[src/source/npc_pkg.sv]
package npc_pkg;

  localparam int XLEN       = 64;
  localparam int ILEN       = 32;
  localparam int REG_ADDR_W = 5;

  typedef logic [XLEN-1:0]       xlen_t;
  typedef logic [ILEN-1:0]       inst_t;
  typedef logic [REG_ADDR_W-1:0] reg_addr_t;

  localparam xlen_t RESET_PC = 64'h0000_0000_8000_0000;

  // major opcodes, inst[6:0]
  localparam logic [6:0] OPC_LUI    = 7'b0110111;
  localparam logic [6:0] OPC_AUIPC  = 7'b0010111;
  localparam logic [6:0] OPC_JAL    = 7'b1101111;
  localparam logic [6:0] OPC_JALR   = 7'b1100111;
  localparam logic [6:0] OPC_BRANCH = 7'b1100011;
  localparam logic [6:0] OPC_OP_IMM = 7'b0010011;
  localparam logic [6:0] OPC_OP     = 7'b0110011;

  typedef enum logic [3:0] {
    ALU_ADD,
    ALU_SUB,
    ALU_SLL,
    ALU_SLT,
    ALU_SLTU,
    ALU_XOR,
    ALU_SRL,
    ALU_SRA,
    ALU_OR,
    ALU_AND,
    ALU_PASS_B  // lui, operand b straight through
  } alu_op_t;

  typedef enum logic [3:0] {
    BR_NONE,
    BR_EQ,
    BR_NE,
    BR_LT,
    BR_GE,
    BR_LTU,
    BR_GEU,
    BR_JAL,
    BR_JALR
  } br_type_t;

endpackage

[src/source/npc_result.sv]
`timescale 1ns/1ps

module npc_result import npc_pkg::*; (
  input  logic      clk,
  input  logic      rst,
  input  logic      wb_valid,
  input  xlen_t     wb_pc,
  input  reg_addr_t wb_rd,
  input  logic      wb_wen,
  input  xlen_t     wb_data,
  output logic      rf_wen,
  output reg_addr_t rf_waddr,
  output xlen_t     rf_wdata,
  output logic      retire_valid,
  output xlen_t     retire_pc,
  output reg_addr_t retire_rd,
  output logic      retire_wen,
  output xlen_t     retire_data,
  output xlen_t     retire_count
);

  assign rf_wen   = wb_valid && wb_wen;
  assign rf_waddr = wb_rd;
  assign rf_wdata = wb_data;

  assign retire_valid = wb_valid;
  assign retire_pc    = wb_pc;
  assign retire_rd    = wb_rd;
  assign retire_wen   = rf_wen && (wb_rd != '0);  // x0 writes have no effect
  assign retire_data  = wb_data;

  always_ff @(posedge clk) begin
    if (rst) begin
      retire_count <= '0;
    end else if (wb_valid) begin
      retire_count <= retire_count + xlen_t'(1);
    end
  end

endmodule

[config.mk]
export PLATFORM = sky130hd
export DESIGN_NAME = npc_result
export DESIGN_NICKNAME = d
export VERILOG_FILES = /design/src/source/npc_pkg.sv /design/src/source/npc_result.sv
export SDC_FILE = /design/constraint.sdc
export NUM_CORES = 1
export LEC_CHECK = 0
export BUFFER_PORTS_ARGS = -buffer_cell sky130_fd_sc_hd__buf_2
export CAP_MARGIN = 30
export CORE_AREA = 10 10 149 151
export DETAILED_ROUTE_END_ITERATION = 12
export DIE_AREA = 0 0 159 161
export HOLD_SLACK_MARGIN = 0.08
export PLACE_DENSITY = 0.53
export SLEW_MARGIN = 20
export SYNTH_ARGS = -nofsm -noshare
export SYNTH_HDL_FRONTEND = slang
export SYNTH_SLANG_ARGS = --single-unit
[constraint.sdc]
create_clock -name clk -period 5.1 [get_ports clk]
set_input_delay 0.255 -clock clk [delete_from_list [all_inputs] [get_ports clk]]
set_output_delay 0.255 -clock clk [all_outputs]
set_load 0.02 [all_outputs]
# Yosys cells after proc, flatten, opt, wreduce, memory -nomap -nowiden
# Cells that the tools add are included.
# word_totals
ff_bits,64
in_bits,137
output_inout_bits,269
elab_cells,5
# op_classes
add_sub_neg,1
n_reduce_logical,3
# ops
op,count
"adder 64 x 1 -> 64 bit, second input constant",1
nonzero test 5 bit,1
logical AND 1 bit,2

# Logic depth before layout (Yosys ltp)
# depth
depth_word,2
ltp_mapped,7
depth_no_buf,6

# Worst setup path after synthesis
# OpenSTA, ideal clock, no wires.
# synth_path
path_kind,flip-flop to flip-flop
start,register retire_count[32]
end,register retire_count[61]
setup_ns,0.070
t_arrival_ns,2.255
t_required_ns,5.030
setup_slack_ns,2.775
stages_incl_launch_ff,6
path_buffers,0
period_less_slack_ns,2.325
cell_sequence,dfxtp_1 -> nand4_2 -> or4_4 -> or4b_4 -> or4_1 -> a21oi_1
# synth_between
elab_chain_len,1
# synth_lines
item,line_no,source
start: declaration,npc_result.sv:19,output xlen_t retire_count
start signal: assignment,npc_result.sv:36,retire_count <= retire_count + xlen_t'(1);
adder 64 x 1 -> 64 bit,npc_result.sv:36,
# No other way between the ends.
# A chain may end at the register's enable or synchronous reset.

# Worst setup path in the final report
# layout_path
start,register retire_count[20]
end,register retire_count[54]
# Same word-level chain as after synthesis.

==> impl_metrics.py <==
metrics = {
    "global_route": {
        "grt_max_degree": 65,
        "grt_pass1_wl_mm": 18.1,
        "grt_use_met3_pct": 4.98,
        "use_met1_pct": 9.03,
        "antenna_found_initial": 0,
        "grt_use_total_pct": 8.94,
        "grt_use_met2_pct": 14.2,
        "grt_remaining_overflow": 0,
        "grt.busiest_layer": "met2",
        "grt_pass1_vias": 3094,
    },
    "outcome": {
        "status": "complete, no violations",
    },
    "flow_run": {
        "max_cap_violations": 0,
    },
    "logic_synthesis": {
        "ys.flop_type": "dfxtp_1",
        "yosysTopAreaCell": "buf_4",
        "synth_edf_count": 0,
        "synth_area_sq_um": 4490,
        "synth_commonest_cells": "buf_4, dfxtp_1, nor2_1",
        "synth_cells": 558,
        "syn-num-nets": 696,
        "synthTopCellsByArea": "buf_4, dfxtp_1, xor2_1",
        "synth_area_per_cell_sq_um": 8.05,
        "async_flop_share_pct": 0,
        "synth_seq_area_share_pct": 28.5,
        "yosysWarnings": 0,
        "yosysMostFrequentCell": "buf_4",
        "yosysTopAreaCellShare_pct": 33.9,
        "ys_ff_latch": 64,
        "synth_cell_types": 36,
    },
    "finish": {
        "top_regs": "retire_count (64)",
        "seqCellArea_sq_um": 1280,
        "drive_gt1_share_pct": 25.2,
        "n_antenna_cell": 0,
        "largest_reg_flops": 64,
        "fin_area_sq_um": 4030,
        "regMostFlops": "retire_count",
        "syn2layout_area_growth_pct": -10.4,
        "multi_input_area_sq_um": 1610,
        "n_fill_cell": 2142,
        "nets": 582,
    },
    "placement": {
        "io_buffers": 85,
        "hpwlAfterDp_mm": 9.10,
        "place_area_sq_um": 3720,
        "place_ws_ns": 2.48,
        "routabilityCongestion": 0.742,
    },
    "timing": {
        "drv_slew": 0,
        "period_minus_slack_ns": 2.63,
        "worst_slack_ns": 2.47,
        "skew_ns": 0.00675,
        "clock.fmax_mhz": 380,
        "finalHoldViolations": 0,
        "finalSetupViolCount": 0,
        "rsz0062_at_grt": "no",
        "whs_ns": 0.297,
        "period_share_pct": 51.6,
        "slew_headroom_pct": 48.5,
        "finalSetupTns_ns": 0,
        "tightest_slew_ns": 0.766,
    },
    "floorplan": {
        "placementRows": 51,
        "dieWidth_um": 159,
        "boundaryPins": 406,
        "die_area_sq_um": 25600,
        "start_util_pct": 23.4,
        "dieHeight_um": 161,
        "coreArea_sq_um": 19200,
    },
    "worst_hold_path": {
        "hold_class": "primary input to register",
    },
    "clock_tree": {
        "max-clock-path-buffers": 2,
        "clk_latency_ns": 0.33,
        "cts-root-buf": "clkbuf_16",
        "cts_hold_buf": 0,
        "clkTransAtPathRegs_ns": 0.06,
        "cts_tree": "done",
        "cts_buffers": 9,
        "cts_resized": 0,
        "cts_sinks": 64,
        "htree_levels": 3,
        "cts_setup_buffers": 0,
    },
    "power_and_ir_drop": {
        "pwr_density_cell_nw_per_um2": 291,
        "p_leak_nw": 1.47,
        "irDropWorstVdd_mv": 0.147,
    },
    "worst_setup_path": {
        "cp-start-kind": "register",
        "worstPathMaxFanout": 18,
        "worstSetupPathType": "register to register",
        "crit_buf_inv": 0,
        "crit_family": "simple AND/OR/NAND/NOR gates",
        "setup.worst_path.end_class": "register",
        "critPathSlowestCell": "or4_1",
        "required_ns": 5.36,
        "arrival_ns": 2.89,
        "path_cells": "nand4_1 -> nor3_2 -> nand3_1 -> or4_1 -> a21oi_1",
        "cpPeakStageDelay_ns": 0.64,
    },
    "routing": {
        "viasPerCell": 4.37,
        "first_iter_violations": 168,
        "dr.pass1.iters": 4,
        "wirelength_mm": 12.0,
        "antenna_left": 0,
        "avgRoutedWirePerCell_um": 16.8,
        "vias": 3119,
        "drc": 0,
    },
}
## logic make-up (layout without fill, tap and decap cells)
family	count (synthesis)	after routing	share of synthesized area, %
compound gates	64	64	7.80
xor+xnor	31	31	6.04
fa+ha+maj	1	1	0.278
buf+inv	224	114	35.7
flops	64	64	28.5
mux	1	1	0.223
simple gates	173	173	21.5
## worst paths after layout
path	startpoint	slack (ns)	endpoint	cells after the start
worst min register to register	retire_count[63]	0.50	retire_count[63]	2
worst max register to register	retire_count[20]	2.47	retire_count[54]	5
worst max-delay path	retire_count[20]	2.47	retire_count[54]	5
worst min-delay path	wb_valid	0.30	retire_count[0]	3
## routing by layer
layer / up-vias / routed length, um
met1: 1408 / 4480
met3: 64 / 1310
li1: 1474 / -
met4: 0 / 544
met5: - / 0
met2: 173 / 5660
## power breakdown
part | switching, mW | internal, mW | total (mW)
clock network | 0.217 | 0.413 | 0.630
registers | 0.00262 | 0.502 | 0.505
logic | 0.0250 | 0.0107 | 0.0357
## tightest hold or removal path: stages
cell     delay [ns]
buf_2          0.18
xnor2_1        0.09
nor2_1         0.07
## cells in the final DEF (no fill, tap or decap), types with 2 or more instances in the layout
cell       count
or4_1         11
xnor2_1        8
clkinv_2       2
nor2_1        37
nand4_1       27
nand4b_1       2
xor2_1        23
inv_1          9
nor3_1         4
dfxtp_1       64
buf_2         85
clkbuf_8       3
a21oi_1       31
nand2_1       22
nand3_1       25
nor4_1         4
and3_1         5
or3_1         19
o21ai_0       22
nor2b_1        2
buf_4          5
and4_1         4
clkbuf_16      9
o21a_1         2
o31ai_1        8
and2_1         3
## metrics by stage
| stage | util (%) | total power, mW | std cells |
|---|---|---|---|
| final | 21.0 | 1.17 | 713 |
| after global routing | 21.0 | 1.21 | 713 |
| after CTS | 21.0 | 1.19 | 713 |
| after detailed placement | 19.4 | 0.551 | 698 |
| after global placement | 19.4 | 0.551 | 698 |
| after floorplan | - | 0.763 | 558 |
## area by class of cell
class	instances	area share, %
inverters	9	0.839
flip-flops and latches	64	31.8
clock inverters	3	0.995
multi-input cells	270	40.0
clock buffers	12	6.62
repair buffers	90	11.5
well taps	265	8.24
(Power assumes the default switching activity.)
