<file path="config.mk">
export PLATFORM = sky130hd
export DESIGN_NAME = npc_fetch
export DESIGN_NICKNAME = d
export VERILOG_FILES = /design/src/source/npc_pkg.sv /design/src/source/npc_fetch.sv
export SDC_FILE = /design/constraint.sdc
export NUM_CORES = 1
export LEC_CHECK = 0
export ABC_AREA = 1
export CAP_MARGIN = 20
export CORE_ASPECT_RATIO = 1.25
export CORE_MARGIN = 2
export CORE_UTILIZATION = 50
export CTS_BUF_LIST = sky130_fd_sc_hd__clkbuf_8
export CTS_CLUSTER_SIZE = 25
export DETAILED_ROUTE_END_ITERATION = 10
export DONT_BUFFER_PORTS = 1
export PLACE_DENSITY_LB_ADDON = 0.2
export SETUP_SLACK_MARGIN = 0.2
export SYNTH_ARGS = -nofsm -noshare
export SYNTH_HDL_FRONTEND = slang
export SYNTH_SLANG_ARGS = --single-unit
</file>
<file path="constraint.sdc">
create_clock -name clk -period 4.4 [get_ports clk]
set_input_delay 0.66 -clock clk [delete_from_list [all_inputs] [get_ports clk]]
set_output_delay 0.66 -clock clk [all_outputs]
set_load 0.005 [all_outputs]
</file>
<file path="src/source/npc_pkg.sv">
package npc_pkg;

  localparam int XLEN       = 64;
  localparam int ILEN       = 32;
  localparam int REG_ADDR_W = 5;

  typedef logic [XLEN-1:0]       xlen_t;
  typedef logic [ILEN-1:0]       inst_t;
  typedef logic [REG_ADDR_W-1:0] reg_addr_t;

  localparam xlen_t RESET_PC = 64'h0000_0000_8000_0000;

  // major opcodes, inst[6:0]
  localparam logic [6:0] OPC_LUI    = 7'b0110111;
  localparam logic [6:0] OPC_AUIPC  = 7'b0010111;
  localparam logic [6:0] OPC_JAL    = 7'b1101111;
  localparam logic [6:0] OPC_JALR   = 7'b1100111;
  localparam logic [6:0] OPC_BRANCH = 7'b1100011;
  localparam logic [6:0] OPC_OP_IMM = 7'b0010011;
  localparam logic [6:0] OPC_OP     = 7'b0110011;

  typedef enum logic [3:0] {
    ALU_ADD,
    ALU_SUB,
    ALU_SLL,
    ALU_SLT,
    ALU_SLTU,
    ALU_XOR,
    ALU_SRL,
    ALU_SRA,
    ALU_OR,
    ALU_AND,
    ALU_PASS_B  // lui, operand b straight through
  } alu_op_t;

  typedef enum logic [3:0] {
    BR_NONE,
    BR_EQ,
    BR_NE,
    BR_LT,
    BR_GE,
    BR_LTU,
    BR_GEU,
    BR_JAL,
    BR_JALR
  } br_type_t;

endpackage

</file>
<file path="src/source/npc_fetch.sv">
`timescale 1ns/1ps

module npc_fetch import npc_pkg::*; (
  input  logic  clk,
  input  logic  rst,
  input  logic  redirect,
  input  xlen_t redirect_pc,
  output xlen_t pc
);

  // no stalls, so pc moves every cycle
  always_ff @(posedge clk) begin
    if (rst) begin
      pc <= RESET_PC;
    end else if (redirect) begin
      pc <= redirect_pc;  // taken branch or jump from execute
    end else begin
      pc <= pc + xlen_t'(4);
    end
  end

endmodule

</file>
# [Yosys cells after proc, flatten, opt, wreduce, memory -nomap -nowiden]
# Index checks and enable logic that the tools add are counted.
# Widths: inputs -> output; s select.
[word_totals] output_inout_bits=64 ff_bits=64 input_bits=67
[classes] muxes=1 n_addsub=1
[op_table] cell="$add 64x3->64 const B" n=1
[op_table] cell="$mux 64" n=1

# [Depth between registers and ports, before layout]
# Gate-level depths: netlist of the first run.
[depth] depth_word=2 depth_mapped=11 mapped_depth_nobuf=11

# [Least setup slack after synthesis of the first run]
# Ideal clock, no wire load.
[synth_path] path_kind="input port to flip-flop" from="in redirect" to="reg pc[50]" setup_time_ps=109 path_buffers=2 arrival_ps=1488 path_stages=6 setup_slack_ps=2803 path_cell_list="inv_2 clkbuf_1 buf_1 nand3_1 nand2_1 inv_1"
[synth_between] elab_chain_len=1
[synth_lines] element="start: declaration" line="npc_fetch.sv:6" text="input logic redirect,"
[synth_lines] element="$mux 64" line="npc_fetch.sv:15" text="end else if (redirect) begin"
[synth_lines] element="end signal: assignment" line="npc_fetch.sv:16" text="pc <= redirect_pc;"
[synth_lines] element="end signal: assignment" line="npc_fetch.sv:18" text="pc <= pc + xlen_t'(4);"
[synth_lines] element="end: declaration" line="npc_fetch.sv:8" text="output xlen_t pc"
# Every way passes these cells.
# A chain may end at the register's enable or synchronous reset.

# [Worst setup path in the final report of the first run]
[layout_path] from="reg pc[2]" to="reg pc[32]"
[layout_between] elab_chain_len=2
[layout_lines] element="$add 64x3->64" line="npc_fetch.sv:18"
[layout_lines] element="$mux 64" line="npc_fetch.sv:15"
# Every way passes these cells.

==> results.md, run 1 <==
* Worst-path clk slew at 0.07 ns
* Largest net degree at the start of global routing at 60
* Initial antenna violation count at 0
* Die H at 110 microns
* # IOs at 131
* PD cells at 279 nW/um^2
* Starting Density at 0.518
* Clock H-tree levels at 3
* Largest area contributor in the netlist: dfxtp_1
* CTS root buffer: clkbuf_8
* Peak VDD IR at 0.213 mV
* Synth top area share at 0.282
* Tcrit/Tclk final at 0.465
* Total iterations of the first detailed-routing run at 4
* Post-CTS Setup Bufs at 0
* Syn. warnings at 0
* Slew Limit Fails at 0
* Layout Skew at 0.00746 ns
* Post-Syn Instances at 804
* DRC errors left at 0
* First DRT Iteration DRCs at 207
* Core area at 8750 sq um
* Share of cells above drive strength 1 at 0.0512
* # nets final at 864
* DR vias at 4687
* Die area at 9850 sq um
* Leakage at 2.33 nW
* Number of max-cap violations at 0
* Final ANT Viol Nets at 0
* Routed WL at 14300 microns
* Final number of setup-violating endpoints at 0
* CP cell instances: ha_1, nand2_2, nor2_4, nand2_4, nor2_1, nand2_1, nand2_1, nand3_1, nand2_1, inv_1
* #FFs+latches synth at 64
* Max Clock Freq at 488 MHz
* Cts repair resizes at 0
* Worst path required time at 4.66 ns
* First-pass GRT wire length at 21600 microns
* CTS Hold Bufs at 0
* Area Growth Syn to Fin at 6.18%
* Critical path class: register to register
* Hold Slack at 0.443 ns
* Largest cells by area after synthesis: dfxtp_1, nor2_1, nand2_1
* Worst EP arrival at 2.31 ns
* Slowest CP cell: nor2_1
* Clock sink count at 64
* Remaining Overflow, GRT at 0
* RSZ-0062 raised after global routing: false
* Slew headroom at 0.456
* Wire per inst at 15.5 microns
* Top reg by flops: pc
* CP max FO at 5
* Crit path top cell by count: nand2_1
* CTS tree: built
* CTS Buf Count at 9
* Cell Area, Synth at 4540 sq um
* Hold Crit Class: primary input to register
* Final GP Congestion at 0.999
* Tmin final at 2.05 ns
* Worst setup EP type: register
* Final hold violation count at 0
* Post-synthesis sequential area ratio at 0.282
* Vias in the first global route at 4361
* Width of the die at 89.2 microns
* DR vias/cell at 5.09
* Port-buffer cells at 0
* Startpoint types: register
* Total track usage at 0.288
* Biggest regs: pc (64)
* Max FFs per register at 64
* Diode count at 0
* Delay-heaviest family, CP: simple AND/OR/NAND/NOR gates
* Outcome: complete, no violations
* Clk_lat worst skew at 0.35 ns
* Buf+Inv Stages, Crit Path at 1
* Dpl hpwl at 11500 microns
* Crit path largest cell delay at 0.49 ns
* Syn Nets at 872
* Syn avg cell area at 5.64 sq um
* Setup_tns at 0 ns
* Standard-cell rows at 38
* Worst-Margin Slew at 0.814 ns
* Clock buffer depth at 2
* Synth unique cells at 24
-- layout by cell type (no fill, tap or decap) --
cell type / n
nand2_1: 202
nor3_2: 1
nand2_2: 5
a21oi_1: 9
clkbuf_8: 11
nand3_2: 1
buf_4: 1
inv_1: 120
nor2_8: 2
nand2_4: 5
xnor2_1: 14
nand3b_1: 2
nand4_1: 10
nor2_4: 6
inv_2: 1
nor2_1: 223
nor2_2: 5
dfxtp_1: 64
clkinv_2: 2
xor2_1: 15
o21ai_1: 7
bufinv_16: 1
ha_1: 1
nand3_1: 55
o21ai_0: 38
-- final timing paths --
check | startpoint | end | slack [ns] | cells after the start
hold reg to reg | pc[0]$_SDFFE_PP0P_ | pc[0]$_SDFFE_PP0P_ | 0.54 | 2
setup / recovery | pc[2]$_SDFF_PP0_ | pc[32]$_SDFF_PP0_ | 2.35 | 10
hold / removal | redirect | pc[9]$_SDFF_PP0_ | 0.44 | 2
setup reg to reg | pc[2]$_SDFF_PP0_ | pc[32]$_SDFF_PP0_ | 2.35 | 10
-- per-layer routing --
metal / vias to the layer above / routed length, microns / share of wire / track usage
met2: 148 / 7070 / 0.50 / 0.487
met1: 2088 / 5650 / 0.40 / 0.325
li1: 2415 / - / - / -
met5: - / 0 / 0 / 0
met4: 0 / 607 / 0.043 / 0.144
met3: 36 / 944 / 0.066 / 0.0717
-- cell families after synthesis --
family                     count (synthesis)  share of synthesized area
adders and majority gates                  1                    0.00276
DFF                                       64                      0.282
and+or+nand+nor                          517                      0.484
buffers and inverters                    139                      0.115
xor gates and xnor gates                  29                     0.0560
AOI/OAI and AO/OA                         54                     0.0596
-- layout make-up --
class | instances | area (sq um)
flip-flops and latches | 64 | 1280
clock inverters | 5 | 47.5
inverters | 119 | 447
fillers | 976 | 3930
multi-input cells | 601 | 2730
clock buffers | 11 | 151
well taps | 120 | 150
repair buffers | 1 | 7.51
-- synth_stat cells --
| library cell | instances |
|---|---|
| nor2_2 | 5 |
| dfxtp_1 | 64 |
| xor2_1 | 15 |
| nand3_1 | 55 |
| nor2_8 | 2 |
| o21ai_1 | 7 |
| nand4_1 | 10 |
| nand2_4 | 5 |
| nor3_2 | 1 |
| xnor2_1 | 14 |
| buf_2 | 1 |
| inv_1 | 118 |
| nand2_2 | 5 |
| nor2_1 | 223 |
| nor2_4 | 6 |
| nand3b_1 | 2 |
| o21ai_0 | 38 |
| a21oi_1 | 9 |
| nand2_1 | 202 |
| buf_1 | 2 |
| clkbuf_1 | 17 |
| inv_2 | 1 |
| nand3_2 | 1 |
| ha_1 | 1 |
-- power breakdown --
part           switching (mW)  total (mW)  internal (mW)
clock                   0.231       0.517          0.287
sequential             0.0662       0.688          0.621
combinational          0.0834       0.140         0.0567
-- per-stage QoR --
stage                util  instance area, sq um  worst slack, ns  instances  power, mW
finish              0.550                  4820             2.35        921       1.35
CTS                 0.550                  4820             2.35        921       1.36
global placement    0.528                  4620             2.20        905      0.836
detailed placement  0.528                  4620             2.11        905      0.842
floorplan               -                  4540             2.80        804      0.806
global route        0.550                  4820             2.13        921       1.41
No activity file was read; power rests on OpenSTA's default activity.
==> inputs of run 2 (changes only) <==
==> constraint.sdc (replaced) <==
create_clock -name clk -period 2.04 [get_ports clk]
set_input_delay 0.306 -clock clk [delete_from_list [all_inputs] [get_ports clk]]
set_output_delay 0.306 -clock clk [all_outputs]
set_load 0.005 [all_outputs]
==> run 2 against run 1 <==
  * Wire length rose by 2.6%
  * Worst hold slack worse by 0.39 ns
  * Die area stayed put
  * Global-route usage increased by 1.6 points
  * Clock power is 120% higher
  * Register-to-register slack worse by 2.1 ns
  * Non-clock buffer count increased by 18
  * Cell count is 1.7% higher
  * Clock skew rose by 0.0048 ns
  * Sequential share of layout area fell by 0.93 points
  * Critical path type unchanged
  * Critical endpoint is now pc[56]$_SDFF_PP0_
==> results.md, run 2 (synthesis results as in run 1) <==
* Outcome: complete, no violations
* Post-Layout Inst Area at 5070 sq um
* Width of the die at 89.2 microns
* Port-buffer cells at 0
* Die H at 110 microns
* Reg area at 1300 sq um
* Final hold violation count at 0
* First-pass GRT wire length at 22700 microns
* Delay-heaviest family, CP: simple AND/OR/NAND/NOR gates
* Clock power share at 0.384
* Clock sink count at 64
* Clock H-tree levels at 3
* Crit path largest cell delay at 0.36 ns
* Worst-Margin Slew at 0.348 ns
* P_sw at 0.864 mW
* Fill count at 950
* Final ANT Viol Nets at 0
* Layout Skew at 0.0122 ns
* RSZ-0062 raised after global routing: true
* Final number of setup-violating endpoints at 0
* PD cells at 587 nW/um^2
* Peak VDD IR at 0.348 mV
* Biggest regs: pc (64)
* Reg-to-reg startpoint: pc[3]$_SDFF_PP0_
* Leakage at 2.43 nW
* Largest net degree at the start of global routing at 62
* Initial antenna violation count at 0
* CP cell instances: ha_2, nand2_2, nor2_4, buf_4, nand2_4, nor2_4, nand2_2, o21ai_1, nand3_1, nand2_1, inv_1
* Vias in the first global route at 4467
* Max Clock Freq at 564 MHz
* Setup crit start: pc[3]$_SDFF_PP0_
* Diode count at 0
* Clk_lat worst skew at 0.37 ns
* Worst setup EP type: register
* Number of max-cap violations at 0
* DR vias/cell at 5.14
* Reg power frac at 0.495
* Worst-path clk slew at 0.07 ns
* Worst EP arrival at 2.05 ns
* FF-to-FF setup slack at 0.27 ns
* Most common cell after layout, fill and taps aside: nor2_1
* Critical path class: register to register
* Highest-count cells in the layout ignoring fill and taps: nor2_1, nand2_1, inv_1
* # IOs at 131
* Total track usage at 0.304
* Worst setup path endpoint: pc[56]$_SDFF_PP0_
* Remaining Overflow, GRT at 0
* Startpoint types: register
* Tmin final at 1.77 ns
* Met3 GRT Util at 0.0635
* CTS tree: built
* Sw frac at 0.290
* Grt peak-use layer: met2
* Clock buffer depth at 2
* CTS root buffer: clkbuf_8
* Multi-input gate area at 2810 sq um
* Placement-stage cell area at 4750 sq um
* Core area at 8750 sq um
* CTS Hold Bufs at 0
* Top reg by flops: pc
* Die area at 9850 sq um
* # nets final at 882
* Comb power frac at 0.121
* Max FFs per register at 64
* DRC errors left at 0
* Buf+Inv Stages, Crit Path at 2
* Wire per inst at 15.6 microns
* Cell count along the critical path at 11
* Hold Slack at 0.0583 ns
* Final GP Congestion at 0.986
* Standard-cell rows at 38
* Worst path required time at 2.32 ns
* R2r worst-path depth at 11
* Cell-internal power at 2.11 mW
* Met2 track demand over resource at 0.517
* Starting Density at 0.518
* First DRT Iteration DRCs at 262
* Critical R2R Capture: pc[56]$_SDFF_PP0_
* Hold Crit Class: primary input to register
* Slew headroom at 0.767
* Tcrit/Tclk final at 0.869
* Slowest CP cell: dfxtp_2
* CP max FO at 5
* Met1 GRT Util at 0.354
* Dpl hpwl at 11800 microns
* Setup_tns at 0 ns
* CTS Buf Count at 9
* Routed WL at 14600 microns
* Total iterations of the first detailed-routing run at 5
* Area Growth Syn to Fin at 11.7%
* Share of cells above drive strength 1 at 0.119
* Slew Limit Fails at 0
* DR vias at 4817
==> run 2: power by group through the flow <==
stage / Combinational [mW] / Clock [mW] / Sequential (mW)
2_1_floorplan: 0.275 / 0 / 1.46
3_3_place_gp: 0.347 / 0 / 1.50
3_5_place_dp: 0.358 / 0 / 1.50
4_1_cts: 0.359 / 1.16 / 1.47
5_1_grt: 0.417 / 1.20 / 1.49
6_report: 0.360 / 1.14 / 1.47
==> run 2: final cells by class <==
cell class | count | share of cell area
Tap cell | 120 | 0.0296
Sequential cell | 64 | 0.257
Multi-Input combinational cell | 601 | 0.554
Timing Repair Buffer | 19 | 0.0331
Clock buffer | 11 | 0.0299
Clock inverter | 3 | 0.00840
Inverter | 119 | 0.0881
==> run 2: routing by layer <==
layer	vias to the layer above	wire (microns)
li1	2452	-
met1	2171	5780
met2	162	7400
met3	32	959
met4	0	512
met5	-	0
==> run 2: per-stage QoR <==
step                       util  total power [mW]  setup WS, ns  instances
final                     0.579              2.97         0.267        937
after global routing      0.579              3.11         0.146        937
after CTS                 0.565              2.99         0.193        933
after detailed placement  0.543              1.86         0.138        919
after global placement    0.543              1.84         0.178        919
after floorplan               -              1.74         0.471        804
==> run 2: worst min-delay path by stage <==
| stage | from | end | slack, ns | cells after the start |
|---|---|---|---|---|
| 6_report | rst | pc[31]$_SDFF_PP1_ | 0.06 | 2 |
| 5_1_grt | rst | pc[31]$_SDFF_PP1_ | 0.06 | 2 |
| 4_1_cts | rst | pc[31]$_SDFF_PP1_ | 0.05 | 2 |
| 3_5_place_dp | rst | pc[31]$_SDFF_PP1_ | 0.42 | 2 |
| 3_3_place_gp | rst | pc[31]$_SDFF_PP1_ | 0.42 | 2 |
| 2_1_floorplan | redirect_pc[31] | pc[31]$_SDFF_PP1_ | 0.43 | 2 |
==> run 2: worst reg2reg max path, stage by stage, from the launching register on <==
cell and delay [ns]:
dfxtp_2 0.36, ha_2 0.20, nand2_2 0.07, nor2_4 0.21, buf_4 0.16, nand2_4 0.07
nor2_4 0.17, nand2_2 0.12, o21ai_1 0.15, nand3_1 0.08, nand2_1 0.07, inv_1 0.03
==> run 2: repair_timing <==
action                     in CTS  in global routing
pin swaps                       0                  4
gates resized for setup         1                 45
setup endpoints to repair       5                 37
setup buffers                   0                  4
==> inputs of run 3 (changes only) <==
--- a/config.mk
+++ b/config.mk
@@ -5,7 +5,6 @@
 export SDC_FILE = /design/constraint.sdc
 export NUM_CORES = 1
 export LEC_CHECK = 0
-export ABC_AREA = 1
 export CAP_MARGIN = 20
 export CORE_ASPECT_RATIO = 1.25
 export CORE_MARGIN = 2
==> run 3 against run 2 <==
  * Cell count decreased by 38%
  * Area after synthesis decreased by 22%
  * Register-to-register slack got worse by 0.14 ns
  * Utilization increased by 8.2 points
  * Count of clock-buffer cells in the layout decreased by 2
  * Combinational power decreased by 5%
  * Die area decreased by 21%
  * First-iteration DRC count decreased by 36%
  * Power decreased by 4.2%
  * Worst hold slack got worse by 0.035 ns
  * Critical endpoint is now pc[60]$_SDFF_PP0_
==> results.md, run 3 <==
* Slew headroom at 0.749
* Worst setup path endpoint: pc[60]$_SDFF_PP0_
* Peak VDD IR at 0.385 mV
* Post-Layout Inst Area at 4560 sq um
* Top reg by flops: pc
* Slew Limit Fails at 0
* Die H at 97.9 microns
* Leakage at 1.77 nW
* Starting Density at 0.511
* # IOs at 131
* Hold Crit Class: primary input to register
* DR vias at 3390
* Clock H-tree levels at 3
* Synth top cells by count: nor2_1, dfxtp_1, nand2_1
* Largest net degree at the start of global routing at 87
* Initial antenna violation count at 1
* Most common cell after layout, fill and taps aside: nor2_1
* Share of cells above drive strength 1 at 0.306
* Fill count at 599
* Final hold violation count at 0
* Highest-count cells in the layout ignoring fill and taps: nor2_1, buf_4, dfxtp_1
* Main flop type after synthesis: dfxtp_1
* First-pass GRT wire length at 15600 microns
* R2r worst-path depth at 7
* Remaining Overflow, GRT at 0
* DRC errors left at 0
* Vias in the first global route at 3218
* Width of the die at 79.1 microns
* Placement-stage cell area at 3960 sq um
* Clk_lat worst skew at 0.35 ns
* Final ANT Viol Nets at 0
* Total track usage at 0.252
* Setup crit start: pc[22]$_SDFF_PP0_
* Number of max-cap violations at 0
* Post-Syn Instances at 434
* Cell Area, Synth at 3520 sq um
* Routed WL at 10200 microns
* RSZ-0062 raised after global routing: true
* Worst setup EP type: register
* Critical path class: register to register
* PD cells at 625 nW/um^2
* Largest cells by area after synthesis: dfxtp_1, nor2_1, xnor2_1
* Dpl hpwl at 6810 microns
* Final GP Congestion at 0.836
* Tcrit/Tclk final at 0.936
* Worst path required time at 2.31 ns
* Post-synthesis sequential area ratio at 0.364
* CP max FO at 9
* Total iterations of the first detailed-routing run at 4
* Synth unique cells at 44
* Largest area contributor in the netlist: dfxtp_1
* Max FFs per register at 64
* Tmin final at 1.91 ns
* Max Clock Freq at 524 MHz
* Standard-cell rows at 34
* Core area at 6890 sq um
* Layout Skew at 0.0107 ns
* Syn Nets at 502
* #FFs+latches synth at 64
* Biggest regs: pc (64)
* DR vias/cell at 5.79
* Clock buffer depth at 2
* Worst EP arrival at 2.18 ns
* Die area at 7740 sq um
* FFs w/ async S/R, synth at 0
* Syn avg cell area at 8.12 sq um
* Syn. warnings at 0
* Wire per inst at 17.4 microns
* Startpoint types: register
* Setup_tns at 0 ns
* Critical R2R Capture: pc[60]$_SDFF_PP0_
* Most common cell in the netlist: nor2_1
* First DRT Iteration DRCs at 168
* Worst-Margin Slew at 0.377 ns
* Synth top area share at 0.364
* Met3 WL at 906 microns
* Worst-path clk slew at 0.08 ns
* CTS root buffer: clkbuf_8
* FF-to-FF setup slack at 0.13 ns
* Area Growth Syn to Fin at 29.4%
* Post-synth EDFFs at 0
* Port-buffer cells at 0
* Reg-to-reg startpoint: pc[22]$_SDFF_PP0_
* Clock sink count at 64
* Met2 wire len at 5190 microns
* Highest Signal Layer: met4
* # nets final at 557
* Routed length on met1 at 3880 microns
* Final number of setup-violating endpoints at 0
* CTS Buf Count at 9
* CTS tree: built
* Outcome: complete, no violations
* WHS Path Cells at 1
run 3: cell count changes in the layout (fill, tap and decap cells not counted), moves of 8 or more:
cell	previous run	this run
nand2_1	198	35
nor2_1	206	63
inv_1	118	6
buf_4	17	62
nand3_1	55	23
o21ai_0	34	6
a211oi_1	0	27
nor2_2	19	3
xnor2_1	14	28
xor2_1	15	26
a21oi_1	9	19
nor2_4	9	0
nand4_1	10	18
run 3: how the worst min path moves through the flow:
stage                    start                 to  slack, ns
5_1_grt                    rst  pc[11]$_SDFF_PP0_      0.002
4_1_cts                    rst  pc[11]$_SDFF_PP0_      0.005
6_report                   rst  pc[61]$_SDFF_PP0_       0.02
2_1_floorplan  redirect_pc[49]  pc[49]$_SDFF_PP0_       0.41
3_5_place_dp               rst   pc[4]$_SDFF_PP0_       0.38
3_3_place_gp               rst   pc[4]$_SDFF_PP0_       0.37
run 3: repair_timing:
item | 4_1_cts | 5_1_grt
hold buffers | 1 | 1
gates resized for setup | 16 | 41
hold endpoints to repair | 1 | 1
pin swaps | 8 | 23
setup buffers | 10 | 10
gates cloned | 0 | 0
endpoints found under the setup margin | 22 | 40
run 3: kinds of logic (layout without fill, tap and decap cells):
family	count (synthesis)	count (layout)	share of synthesized area
and+or+nand+nor	204	204	0.306
DFF	64	64	0.364
other	0	1	0
buffers and inverters	35	95	0.0476
muxes	6	6	0.0170
xor gates and xnor gates	54	54	0.134
AOI/OAI and AO/OA	70	70	0.128
adders and majority gates	1	1	0.00355
run 3: area by class of cell:
| type | instances | area [sq um] | share of cell area |
|---|---|---|---|
| tap | 90 | 113 | 0.0247 |
| antenna | 1 | 2.50 | 0.000549 |
| inverter | 7 | 26.3 | 0.00576 |
| clock buffer | 9 | 124 | 0.0272 |
| sequential | 64 | 1300 | 0.285 |
| clock inverter | 7 | 72.6 | 0.0159 |
| multi-input combinational | 335 | 2340 | 0.512 |
| timing repair buffer | 72 | 588 | 0.129 |
run 3: metrics by stage:
stage | instances | utilization | hold WS [ns] | setup slack, ns | power, mW
final | 585 | 0.662 | 0.0230 | 0.130 | 2.85
after CTS | 573 | 0.624 | 0.00458 | 0.110 | 2.85
after floorplan | 434 | - | 0.415 | 0.0760 | 1.66
after detailed placement | 546 | 0.574 | 0.378 | 0.000755 | 1.77
after global placement | 546 | 0.574 | 0.375 | 0.119 | 1.76
after global routing | 585 | 0.662 | 0.00212 | 0.0447 | 2.97
run 3: power breakdown:
group	leakage (nW)	switching (mW)	total, mW	internal [mW]
Clock	0.0952	0.527	1.09	0.563
Combinational	1.14	0.177	0.342	0.166
Sequential	0.535	0.0823	1.42	1.34
run 3: critical path, cell delays in order, from the launching register on:
cell and delay [ns]:
dfxtp_2 0.36, nand2_2 0.06, or4_4 0.59, nor4_4 0.16, buf_6 0.17, nand4_1 0.11, xor2_1 0.18, a211oi_1 0.20
run 3: routing by layer:
metal  vias to the layer above  GRT usage
met1                      1592      0.298
li1                       1647          -
met4                         0     0.0862
met5                         -          0
met3                        14     0.0869
met2                       137      0.424
