<file path="config.mk">
export PLATFORM = sky130hd
export DESIGN_NAME = npc_decode
export DESIGN_NICKNAME = d
export VERILOG_FILES = /design/src/source/npc_pkg.sv /design/src/source/npc_decode.sv
export SDC_FILE = /design/constraint.sdc
export NUM_CORES = 1
export LEC_CHECK = 0
export ABC_AREA = 1
export BUFFER_PORTS_ARGS = -buffer_cell sky130_fd_sc_hd__buf_4
export CORE_AREA = 3 3 199 201
export DETAILED_ROUTE_END_ITERATION = 8
export DIE_AREA = 0 0 202 204
export SLEW_MARGIN = 20
export SYNTH_ARGS = -nofsm -noshare
export SYNTH_HDL_FRONTEND = slang
export SYNTH_SLANG_ARGS = --single-unit
</file>
<file path="constraint.sdc">
create_clock -name clk -period 1.3 [get_ports clk]
set_input_delay 0 -clock clk [delete_from_list [all_inputs] [get_ports clk]]
set_output_delay 0 -clock clk [all_outputs]
set_load 0.02 [all_outputs]
</file>
<file path="src/source/npc_pkg.sv">
package npc_pkg;

  localparam int XLEN       = 64;
  localparam int ILEN       = 32;
  localparam int REG_ADDR_W = 5;

  typedef logic [XLEN-1:0]       xlen_t;
  typedef logic [ILEN-1:0]       inst_t;
  typedef logic [REG_ADDR_W-1:0] reg_addr_t;

  localparam xlen_t RESET_PC = 64'h0000_0000_8000_0000;

  // major opcodes, inst[6:0]
  localparam logic [6:0] OPC_LUI    = 7'b0110111;
  localparam logic [6:0] OPC_AUIPC  = 7'b0010111;
  localparam logic [6:0] OPC_JAL    = 7'b1101111;
  localparam logic [6:0] OPC_JALR   = 7'b1100111;
  localparam logic [6:0] OPC_BRANCH = 7'b1100011;
  localparam logic [6:0] OPC_OP_IMM = 7'b0010011;
  localparam logic [6:0] OPC_OP     = 7'b0110011;

  typedef enum logic [3:0] {
    ALU_ADD,
    ALU_SUB,
    ALU_SLL,
    ALU_SLT,
    ALU_SLTU,
    ALU_XOR,
    ALU_SRL,
    ALU_SRA,
    ALU_OR,
    ALU_AND,
    ALU_PASS_B  // lui, operand b straight through
  } alu_op_t;

  typedef enum logic [3:0] {
    BR_NONE,
    BR_EQ,
    BR_NE,
    BR_LT,
    BR_GE,
    BR_LTU,
    BR_GEU,
    BR_JAL,
    BR_JALR
  } br_type_t;

endpackage

</file>
<file path="src/source/npc_decode.sv">
`timescale 1ns/1ps

module npc_decode import npc_pkg::*; (
  input  logic      clk,
  input  logic      rst,
  input  xlen_t     pc,
  input  inst_t     inst,
  input  logic      squash,
  output reg_addr_t rs1,
  output reg_addr_t rs2,
  input  xlen_t     rs1_data,
  input  xlen_t     rs2_data,
  output logic      ex_valid,
  output xlen_t     ex_pc,
  output reg_addr_t ex_rd,
  output reg_addr_t ex_rs1,
  output reg_addr_t ex_rs2,
  output xlen_t     ex_rs1_data,
  output xlen_t     ex_rs2_data,
  output xlen_t     ex_imm,
  output alu_op_t   ex_alu_op,
  output br_type_t  ex_br_type,
  output logic      ex_use_imm,
  output logic      ex_use_pc,
  output logic      ex_wen
);

  logic [6:0] opcode;
  logic [2:0] funct3;
  logic [6:0] funct7;
  xlen_t      imm_i, imm_u, imm_b, imm_j;

  alu_op_t  alu_op;
  br_type_t br_type;
  logic     use_imm, use_pc, wen;
  xlen_t    imm;

  assign opcode = inst[6:0];
  assign funct3 = inst[14:12];
  assign funct7 = inst[31:25];

  assign rs1 = inst[19:15];
  assign rs2 = inst[24:20];

  assign imm_i = {{52{inst[31]}}, inst[31:20]};
  assign imm_u = {{32{inst[31]}}, inst[31:12], 12'b0};
  assign imm_b = {{51{inst[31]}}, inst[31], inst[7], inst[30:25], inst[11:8], 1'b0};
  assign imm_j = {{43{inst[31]}}, inst[31], inst[19:12], inst[20], inst[30:21], 1'b0};

  always_comb begin
    // default covers unsupported encodings, retires with no write
    alu_op  = ALU_ADD;
    br_type = BR_NONE;
    use_imm = 1'b0;
    use_pc  = 1'b0;
    wen     = 1'b0;
    imm     = imm_i;
    case (opcode)
      OPC_LUI: begin
        alu_op  = ALU_PASS_B;
        use_imm = 1'b1;
        imm     = imm_u;
        wen     = 1'b1;
      end
      OPC_AUIPC: begin
        use_pc  = 1'b1;
        use_imm = 1'b1;
        imm     = imm_u;
        wen     = 1'b1;
      end
      OPC_JAL: begin
        br_type = BR_JAL;  // alu forms the target, link is pc+4
        use_pc  = 1'b1;
        use_imm = 1'b1;
        imm     = imm_j;
        wen     = 1'b1;
      end
      OPC_JALR: begin
        if (funct3 == 3'b000) begin
          br_type = BR_JALR;
          use_imm = 1'b1;
          wen     = 1'b1;
        end
      end
      OPC_BRANCH: begin
        use_pc  = 1'b1;
        use_imm = 1'b1;
        imm     = imm_b;
        case (funct3)
          3'b000:  br_type = BR_EQ;
          3'b001:  br_type = BR_NE;
          3'b100:  br_type = BR_LT;
          3'b101:  br_type = BR_GE;
          3'b110:  br_type = BR_LTU;
          3'b111:  br_type = BR_GEU;
          default: br_type = BR_NONE;
        endcase
      end
      OPC_OP_IMM: begin
        use_imm = 1'b1;
        wen     = 1'b1;
        case (funct3)
          3'b000: alu_op = ALU_ADD;
          3'b010: alu_op = ALU_SLT;
          3'b011: alu_op = ALU_SLTU;
          3'b100: alu_op = ALU_XOR;
          3'b110: alu_op = ALU_OR;
          3'b111: alu_op = ALU_AND;
          3'b001: begin
            alu_op = ALU_SLL;
            wen    = (inst[31:26] == 6'b0);
          end
          default: begin  // srli / srai, shamt in imm[5:0]
            alu_op = inst[30] ? ALU_SRA : ALU_SRL;
            wen    = (inst[31] == 1'b0) && (inst[29:26] == 4'b0);
          end
        endcase
      end
      OPC_OP: begin
        if (funct7 == 7'b0000000) begin
          wen = 1'b1;
          case (funct3)
            3'b000:  alu_op = ALU_ADD;
            3'b001:  alu_op = ALU_SLL;
            3'b010:  alu_op = ALU_SLT;
            3'b011:  alu_op = ALU_SLTU;
            3'b100:  alu_op = ALU_XOR;
            3'b101:  alu_op = ALU_SRL;
            3'b110:  alu_op = ALU_OR;
            default: alu_op = ALU_AND;
          endcase
        end else if (funct7 == 7'b0100000) begin
          // only sub and sra live here
          wen    = (funct3 == 3'b000) || (funct3 == 3'b101);
          alu_op = (funct3 == 3'b101) ? ALU_SRA : ALU_SUB;
        end
      end
      default: ;
    endcase
  end

  always_ff @(posedge clk) begin
    if (rst || squash) begin
      ex_valid <= 1'b0;  // kills the instruction behind a taken branch
    end else begin
      ex_valid <= 1'b1;
    end
  end

  always_ff @(posedge clk) begin
    ex_pc       <= pc;
    ex_rd       <= inst[11:7];
    ex_rs1      <= rs1;
    ex_rs2      <= rs2;
    ex_rs1_data <= rs1_data;
    ex_rs2_data <= rs2_data;
    ex_imm      <= imm;
    ex_alu_op   <= alu_op;
    ex_br_type  <= br_type;
    ex_use_imm  <= use_imm;
    ex_use_pc   <= use_pc;
    ex_wen      <= wen;
  end

endmodule

</file>
== Word level (Yosys, flattened, before mapping) ==
Cells that the tools add are included.

* Output and inout bits: 293
* Register bits after elaboration: 251
* Bits of input ports: 227

* Reduce and logical (&&, ||, !) cells: 12
* Muxes and demuxes: 19
* Equality and inequality tests: 15
* Bitwise gates (word level): 1

{| class="wikitable"
|+ Operator list
! operator !! count
|-
| $pmux W31 S3 || 1
|-
| $pmux W4 S7 || 2
|-
| $pmux W4 S3 || 2
|-
| $eq A7 B6 Y1 const B || 3
|-
| $eq A7 B7 Y1 const B || 3
|-
| $pmux W3 S6 || 1
|-
| $eq A7 B5 Y1 const B || 2
|-
| $eq A3 B3 Y1 const B || 4
|-
| $mux W4 || 2
|-
| $logic_not A7 Y1 || 1
|-
| $eq A3 B2 Y1 const B || 2
|-
| $logic_not A6 Y1 || 1
|-
| $mux W1 || 6
|-
| $mux W3 || 2
|-
| $reduce_or A3 Y1 || 2
|-
| $reduce_or A6 Y1 || 1
|-
| $reduce_or A5 Y1 || 1
|-
| $logic_not A4 Y1 || 1
|-
| $pmux W1 S2 || 2
|-
| $pmux W1 S4 || 1
|-
| $eq A3 B1 Y1 const B || 1
|-
| $logic_not A3 Y1 || 1
|-
| $logic_or A1 B1 Y1 || 2
|-
| $reduce_or A2 Y1 || 1
|-
| other kinds (2) || 2
|}

== Logic depth before layout (Yosys ltp) ==
Gate-level depths: netlist of run 1.

* Depth in word-level cells: 5
* Mapped depth: 8

== Worst setup path before layout of run 1 ==
No wires, ideal clock.

* Kind: flip-flop to output port
* From: register, netlist name ex_imm[31]
* To: output port ex_imm[32]
* Stages on the path, launching flop included: 2
* Slack: 0.110 ns
* Arrival time: 1.190 ns
* Cells stage by stage: dfxtp_1 buf_4

{| class="wikitable"
|+ RTL lines
! what !! RTL line !! text
|-
| end: declaration || npc_decode.sv:20 || <nowiki>output xlen_t ex_imm,</nowiki>
|}

No word-level cell between the ends.

== Final worst setup path of run 1 ==
* From: register, netlist name ex_imm[31]
* To: output port ex_imm[37]

No word-level cell between the ends.

==> impl_metrics.sql, run 1 <==
INSERT INTO impl_metrics (metric_group, metric, value, unit) VALUES
('cts', 'cts_root_buffer', 'sky130_fd_sc_hd__clkbuf_16', ''),
('floorplan', 'overall_die_width', '202', 'um'),
('placement', 'hpwlAfterDp', '20.67', 'mm'),
('timing', 'fin_tns_setup', '0', 'ns'),
('cts', 'h-tree-depth', '1', ''),
('timing', 'grt_setup_unrepaired', 'true', ''),
('logic_synthesis', 'synth-seq-area-share', '0.8183', ''),
('cts', 'tritoncts.num_buffers', '27', ''),
('min_path', 'min_delay_path_depth', '7', ''),
('logic_synthesis', 'yosys_warnings', '0', ''),
('cells_and_area', 'finalNetCount', '1435', ''),
('placement', 'io_buffers', '519', ''),
('grt', 'vias_in_the_first_global_route', '6558', ''),
('cells_and_area', 'final.fill_count', '3594', ''),
('cts', 'cts.reportedPaths.clkPinSlew', '0.06', 'ns'),
('route', 'drt-initial-drc-count', '188', ''),
('route', 'detailroute.via_count', '6069', ''),
('logic_synthesis', 'synth_top_area_cell', 'sky130_fd_sc_hd__dfxtp_1', ''),
('min_path', 'hold-path-endpoint', 'ex_alu_op[0]', ''),
('timing', 'maxSlewViolCount', '0', ''),
('grt', 'grt_antenna_before_repair', '6', ''),
('timing', 'max_clock_freq', '798.7', 'MHz'),
('worst_setup_path', 'worst_endpoint_required_time', '1.30', 'ns'),
('timing', 'period_minus_slack', '1.252', 'ns'),
('floorplan', 'num_io_pins', '520', ''),
('logic_synthesis', 'synth_top_cells_by_area', 'sky130_fd_sc_hd__dfxtp_1, sky130_fd_sc_hd__buf_4, sky130_fd_sc_hd__nand2_1', ''),
('cells_and_area', 'layout-area-overhead-vs-synth', '124.0', '%'),
('timing', 'worst-slew-pin-transition', '0.3907', 'ns'),
('worst_setup_path', 'worstSetupPathType', 'reg -> out', ''),
('grt', 'grt_start_max_net_pins', '18', ''),
('cts', 'clock_tree.buffer_depth', '3', ''),
('floorplan', 'total_die_area', '41210', 'um2'),
('pwr', 'cell_pwr_density', '1388', 'nW/um2'),
('flow_run', 'max-cap-violations', '0', ''),
('logic_synthesis', 'synth.top_cell.area_share', '0.8183', ''),
('pwr', 'worst_ir_drop_vdd', '0.8412', 'mV'),
('grt', 'global_route_wire_length_before_repair', '41.26', 'mm'),
('pwr', 'p_leak', '6.569', 'nW'),
('floorplan', 'starting_density', '0.1627', ''),
('route', 'drt_pass1_iterations', '4', ''),
('floorplan', 'floorplan.rows', '71', ''),
('route', 'totalWireLength', '29.12', 'mm'),
('timing', 'finalHoldViolations', '0', ''),
('min_path', 'hold_path.startpoint', 'inst[0]', ''),
('floorplan', 'area_inside_the_core_boundary', '37760', 'um2'),
('worst_setup_path', 'worstPathArrival', '1.25', 'ns'),
('placement', 'dpl-instance-area', '10350', 'um2'),
('logic_synthesis', 'netlist_instances', '466', ''),
('grt', 'global_route.overflow_total', '0', ''),
('cts', 'cts_tree', 'built', ''),
('logic_synthesis', 'post_synth_num_cell_types', '24', ''),
('route', 'post-route-drc-count', '0', ''),
('route', 'detail_route.vias_per_cell', '3.482', ''),
('status', 'status', 'completed', ''),
('floorplan', 'die-height', '204', 'um'),
('logic_synthesis', 'yosys_register_bits', '251', ''),
('worst_setup_path', 'critical_path_peak_fanout', '17', ''),
('route', 'ant_nets', '0', ''),
('worst_setup_path', 'crit_path_start_kind', 'flip-flop', ''),
('cells_and_area', 'drive_gt1_frac', '0.4743', ''),
('placement', 'dp_cells', '1452', ''),
('route', 'post_dr_wirelength_cell', '16.71', 'um'),
('min_path', 'type_of_the_most_critical_hold_path', 'in -> reg', ''),
('grt', 'grt_util_all_layers', '0.1311', ''),
('logic_synthesis', 'synth_area', '6141', 'um2'),
('logic_synthesis', 'syn-num-nets', '693', ''),
('logic_synthesis', 'avgSynthCellArea', '13.18', 'um2'),
('cells_and_area', 'design_area', '13750', 'um2'),
('timing', 'post_route_fraction_of_the_period_consumed_by_the_critical_path', '0.9631', ''),
('timing', 'setup_viol', '0', ''),
('timing', 'max-slew-margin-rel', '0.7386', ''),
('cells_and_area', 'post_layout_nonfiller_instances', '1743', ''),
('worst_setup_path', 'timing.critical_path.to_type', 'output pin', ''),
('placement', 'place.gp.congestion', '0.8195', ''),
('cts', 'cts.sinks', '251', '');
critical path, stage by stage (launching register included):
cell	delay (ns)
sky130_fd_sc_hd__dfxtp_4	0.38
sky130_fd_sc_hd__buf_12	0.16
sky130_fd_sc_hd__buf_4	0.16
where the power goes:
part | switching (mW) | total, mW | internal, mW
Clock | 3.15 | 8.07 | 4.92
Sequential | 0.140 | 8.24 | 8.10
Combinational | 1.26 | 2.77 | 1.51
Total | 4.55 | 19.1 | 14.5
repair_timing:
| action | in CTS | in global routing |
|---|---|---|
| hold endpoints to repair | 251 | 0 |
| gates resized for setup | 12 | 8 |
| gates cloned | 1 | 0 |
| setup endpoints to repair | 33 | 17 |
| hold buffers | 236 | 0 |
| pin swaps | 0 | 0 |
| buffers inserted | 0 | 1 |
sequential cells by signal, summed over array words and instances (netlist names):
register	count
ex_rs2_data	64
ex_pc	64
ex_use_imm	1
ex_wen	1
ex_rs1_data	64
ex_br_type	4
ex_alu_op	4
ex_rs1	5
ex_valid	1
ex_rs2	5
ex_imm	32
ex_rd	5
ex_use_pc	1
cell families (layout without fill, tap and decap cells):
group	Yosys count	count (layout)	share of synthesized area
flops	251	251	0.8183
compound gates	35	35	0.02954
simple gates	99	99	0.07498
other cells	0	5	0
buf+inv	81	842	0.07722
stage by stage:
stage / power (mW) / setup slack (ns) / util / hold WS, ns
2_1_floorplan: 9.210 / 0.1097 / - / 0.02772
3_3_place_gp: 10.52 / 0.2349 / 0.2742 / 0.1044
3_5_place_dp: 10.54 / 0.1915 / 0.2742 / 0.1055
4_1_cts: 19.31 / 0.01028 / 0.3633 / 0.03112
5_1_grt: 19.82 / -0.004085 / 0.3643 / 0.05732
6_report: 19.08 / 0.04801 / 0.3643 / 0.06936
layout by cell type, fill, tap and decap left out, drive strengths merged, types with 5 or more instances in the layout:
master         n
dlygate4sd3  232
a21oi          5
nor2          30
clkbuf        38
diode          5
inv           36
o21ai         29
dfxtp        251
nand2         52
nand3         11
buf          524
layer usage:
layer | GRT usage | wire length, um
met5 | 0 | 7
met2 | 0.2494 | 15600
met4 | 0.04535 | 938
met3 | 0.04746 | 2630
met1 | 0.1317 | 9941
synthesized netlist by cell type, drive strengths merged:
master and count:
and2 1, nor3b 1, clkbuf 2, a21oi 5, dfxtp 251, nand3 11, o21ai 29, nor2 30
nand2 52, o211ai 1, buf 45, nand4 3, nand3b 1, inv 34
layout make-up:
type                       instances  area (um2)  share of cell area
sequential                       251        5029              0.3656
clock buffer                      38       767.0             0.05577
multi-input combinational        134       644.4             0.04685
tap                              511       639.4             0.04649
timing repair buffer             760        6365              0.4628
inverter                          34       127.6            0.009279
antenna                            5       12.51           0.0009098
clock inverter                    10       168.9             0.01228
how the worst max path moves through the flow:
stage / startpoint / slack (ns) / end
after floorplan: ex_imm[31] / 0.11 / ex_imm[32]
after global placement: inst[4] / 0.23 / ex_imm[1]
after detailed placement: inst[4] / 0.19 / ex_imm[1]
after CTS: ex_imm[31] / 0.01 / ex_imm[37]
after global routing: ex_imm[31] / -0.004 / ex_imm[37]
final: ex_imm[31] / 0.05 / ex_imm[37]
(Power assumes the default switching activity.)
==> inputs of run 2 (changes only) <==
BUFFER_PORTS_ARGS = -buffer_cell sky130_fd_sc_hd__buf_2   (was -buffer_cell sky130_fd_sc_hd__buf_4)
GPL_TIMING_DRIVEN = 0   (was unset)
==> run 2 against run 1 <==
Effect of this change: the run now ends with setup timing left; first-iteration DRC count is 24% higher; setup slack worse by 0.067 ns; critical endpoint is now ex_imm[55]; non-clock buffer count grew 43; via count is 3.9% higher; fmax down 5.1%; core utilization fell by 2.1 points; highest routed layer unchanged; global-route usage fell by 0.24 points; count of clock-buffer cells in the layout increased by 1; combinational power decreased by 11%.
==> impl_metrics.sql, run 2 (synthesis gave the netlist of run 1 again) <==
INSERT INTO impl_metrics (metric_group, metric, value, unit) VALUES
('timing', 'post_route_fraction_of_the_period_consumed_by_the_critical_path', '1.015', ''),
('route', 'drt-initial-drc-count', '234', ''),
('cells_and_area', 'finalNetCount', '1479', ''),
('placement', 'dp_cells', '1494', ''),
('cells_and_area', 'reg.largest.list', 'ex_pc x64, ex_rs1_data x64, ex_rs2_data x64', ''),
('placement', 'place_ws', '-0.1584', 'ns'),
('pwr', 'worst_ir_drop_vdd', '0.9007', 'mV'),
('worst_setup_path', 'worst_endpoint_required_time', '1.30', 'ns'),
('timing', 'max_clock_freq', '758.2', 'MHz'),
('cells_and_area', 'post_layout_nonfiller_instances', '1787', ''),
('cts', 'clock_tree.buffer_depth', '3', ''),
('route', 'detail_route.vias_per_cell', '3.530', ''),
('min_path', 'hold_path.startpoint', 'inst[6]', ''),
('floorplan', 'area_inside_the_core_boundary', '37760', 'um2'),
('floorplan', 'die-height', '204', 'um'),
('timing', 'grt_setup_unrepaired', 'true', ''),
('worst_setup_path', 'critical-path-top-delay-family', 'buffers and inverters', ''),
('timing', 'finalHoldViolations', '0', ''),
('timing', 'setup_viol', '24', ''),
('floorplan', 'starting_density', '0.1627', ''),
('cts', 'cts_root_buffer', 'sky130_fd_sc_hd__clkbuf_16', ''),
('worst_setup_path', 'timing.critical_path.to_type', 'output pin', ''),
('pwr', 'cell_pwr_density', '1441', 'nW/um2'),
('min_path', 'type_of_the_most_critical_hold_path', 'in -> reg', ''),
('placement', 'io_buffers', '517', ''),
('route', 'post-route-drc-count', '0', ''),
('cells_and_area', 'design_area', '12960', 'um2'),
('cells_and_area', 'layout_commonest_cell', 'sky130_fd_sc_hd__buf_2', ''),
('status', 'status', 'finished, violations left', ''),
('cts', 'cts.sinks', '251', ''),
('cts', 'cts.reportedPaths.clkPinSlew', '0.06', 'ns'),
('flow_run', 'max-cap-violations', '0', ''),
('grt', 'vias_in_the_first_global_route', '6865', ''),
('worst_setup_path', 'critical_path_peak_fanout', '16', ''),
('route', 'totalWireLength', '28.41', 'mm'),
('floorplan', 'num_io_pins', '520', ''),
('worst_setup_path', 'worstSetupPathType', 'reg -> out', ''),
('status', 'failed_checks', 'setup timing', ''),
('timing', 'worst-slew-pin-transition', '0.4715', 'ns'),
('worst_setup_path', 'cp_slowest_cell', 'sky130_fd_sc_hd__dfxtp_4', ''),
('timing', 'maxSlewViolCount', '0', ''),
('worst_setup_path', 'worst-path-buf-inv', '3', ''),
('cells_and_area', 'layout-area-overhead-vs-synth', '111.1', '%'),
('grt', 'grt_util_all_layers', '0.1287', ''),
('pwr', 'total_chip_power', '18.68', 'mW'),
('cells_and_area', 'final_cell_mix', 'sky130_fd_sc_hd__buf_2, sky130_fd_sc_hd__dfxtp_1, sky130_fd_sc_hd__dlygate4sd3_1, sky130_fd_sc_hd__nand2_1, sky130_fd_sc_hd__buf_6', ''),
('grt', 'global_route.overflow_total', '0', ''),
('cells_and_area', 'final.fill_count', '3732', ''),
('placement', 'hpwlAfterDp', '20.00', 'mm'),
('worst_setup_path', 'critical-path-max-stage-delay', '0.37', 'ns'),
('route', 'post_dr_wirelength_cell', '15.90', 'um'),
('route', 'ant_nets', '0', ''),
('grt', 'grt_start_max_net_pins', '17', ''),
('worst_setup_path', 'worstPathArrival', '1.32', 'ns'),
('floorplan', 'floorplan.rows', '71', ''),
('floorplan', 'overall_die_width', '202', 'um'),
('pwr', 'p_leak', '6.344', 'nW'),
('route', 'detailroute.via_count', '6308', ''),
('cts', 'cts_tree', 'built', ''),
('cells_and_area', 'drive_gt1_frac', '0.4906', ''),
('timing', 'worst_slack', '-0.01899', 'ns'),
('timing', 'period_minus_slack', '1.319', 'ns'),
('timing', 'timing.hold.ws', '0.01984', 'ns'),
('floorplan', 'total_die_area', '41210', 'um2'),
('cts', 'tritoncts.num_buffers', '28', ''),
('placement', 'place.gp.congestion', '0.7832', ''),
('timing', 'max-slew-margin-rel', '0.6845', ''),
('cts', 'h-tree-depth', '1', ''),
('grt', 'global_route_wire_length_before_repair', '40.48', 'mm'),
('grt', 'grt_antenna_before_repair', '7', ''),
('placement', 'dpl-instance-area', '9368', 'um2'),
('min_path', 'min_delay_path_depth', '5', ''),
('min_path', 'hold-path-endpoint', 'ex_imm[5]', ''),
('worst_setup_path', 'crit_chain', 'buf_12, buf_4, buf_6', ''),
('route', 'drt_pass1_iterations', '4', ''),
('worst_setup_path', 'crit_path_start_kind', 'flip-flop', '');
## run 2: cell count changes in the layout (fill, tap and decap cells not counted), sizes merged, moves of 2 or more
cell,change
buf,+40
dlygate4sd3,+5
clkinv,-2
clkinvlp,+2
clkbuf,+3
dlymetal6s4s,-4
## run 2: how the worst max path moves through the flow
stage | startpoint | to | cells past startpoint | slack, ns
final | ex_imm[31] | ex_imm[55] | 3 | -0.02
after global routing | ex_imm[31] | ex_imm[39] | 3 | -0.06
after CTS | ex_imm[31] | ex_imm[37] | 3 | -0.05
after detailed placement | ex_imm[31] | ex_imm[37] | 2 | -0.16
after global placement | ex_imm[31] | ex_imm[37] | 2 | -0.09
after floorplan | ex_imm[31] | ex_imm[32] | 1 | 0.11
## run 2: through the flow
step / setup TNS, ns / utilization
floorplan: 0 / -
global route: -1.671 / 0.3433
CTS: -1.258 / 0.3422
finish: -0.2703 / 0.3433
global placement: -2.736 / 0.2481
detailed placement: -4.807 / 0.2481
## run 2: repair_timing
item | 4_1_cts | 5_1_grt
gates resized for setup | 67 | 7
setup endpoints to repair | 33 | 32
hold buffers | 237 | 0
setup buffers | 2 | 0
hold endpoints to repair | 251 | 0
## run 2: report_power, final
group / switching (mW) / internal, mW / total (mW)
combinational: 1.26 / 1.20 / 2.46
sequential: 0.108 / 8.10 / 8.21
clock: 3.11 / 4.90 / 8.01
## run 2: area by class of cell
| cell class | instances | area [um2] | share of cell area |
|---|---|---|---|
| clock inverters | 9 | 138.9 | 0.01072 |
| plain buffers | 47 | 372.9 | 0.02877 |
| multi-input cells | 134 | 641.9 | 0.04952 |
| clock buffers | 39 | 803.3 | 0.06197 |
| diodes | 6 | 15.01 | 0.001158 |
| flip-flops and latches | 251 | 5029 | 0.3880 |
| inverters | 34 | 127.6 | 0.009846 |
| well taps | 511 | 639.4 | 0.04933 |
| repair buffers | 756 | 5194 | 0.4007 |
## run 2: metal layers
layer / routed length [um] / track usage / part of all wire
met1: 9792 / 0.1277 / 0.34
met2: 15090 / 0.2417 / 0.53
met3: 2321 / 0.04077 / 0.082
met4: 1189 / 0.06379 / 0.042
met5: 13 / 0 / 0.00046
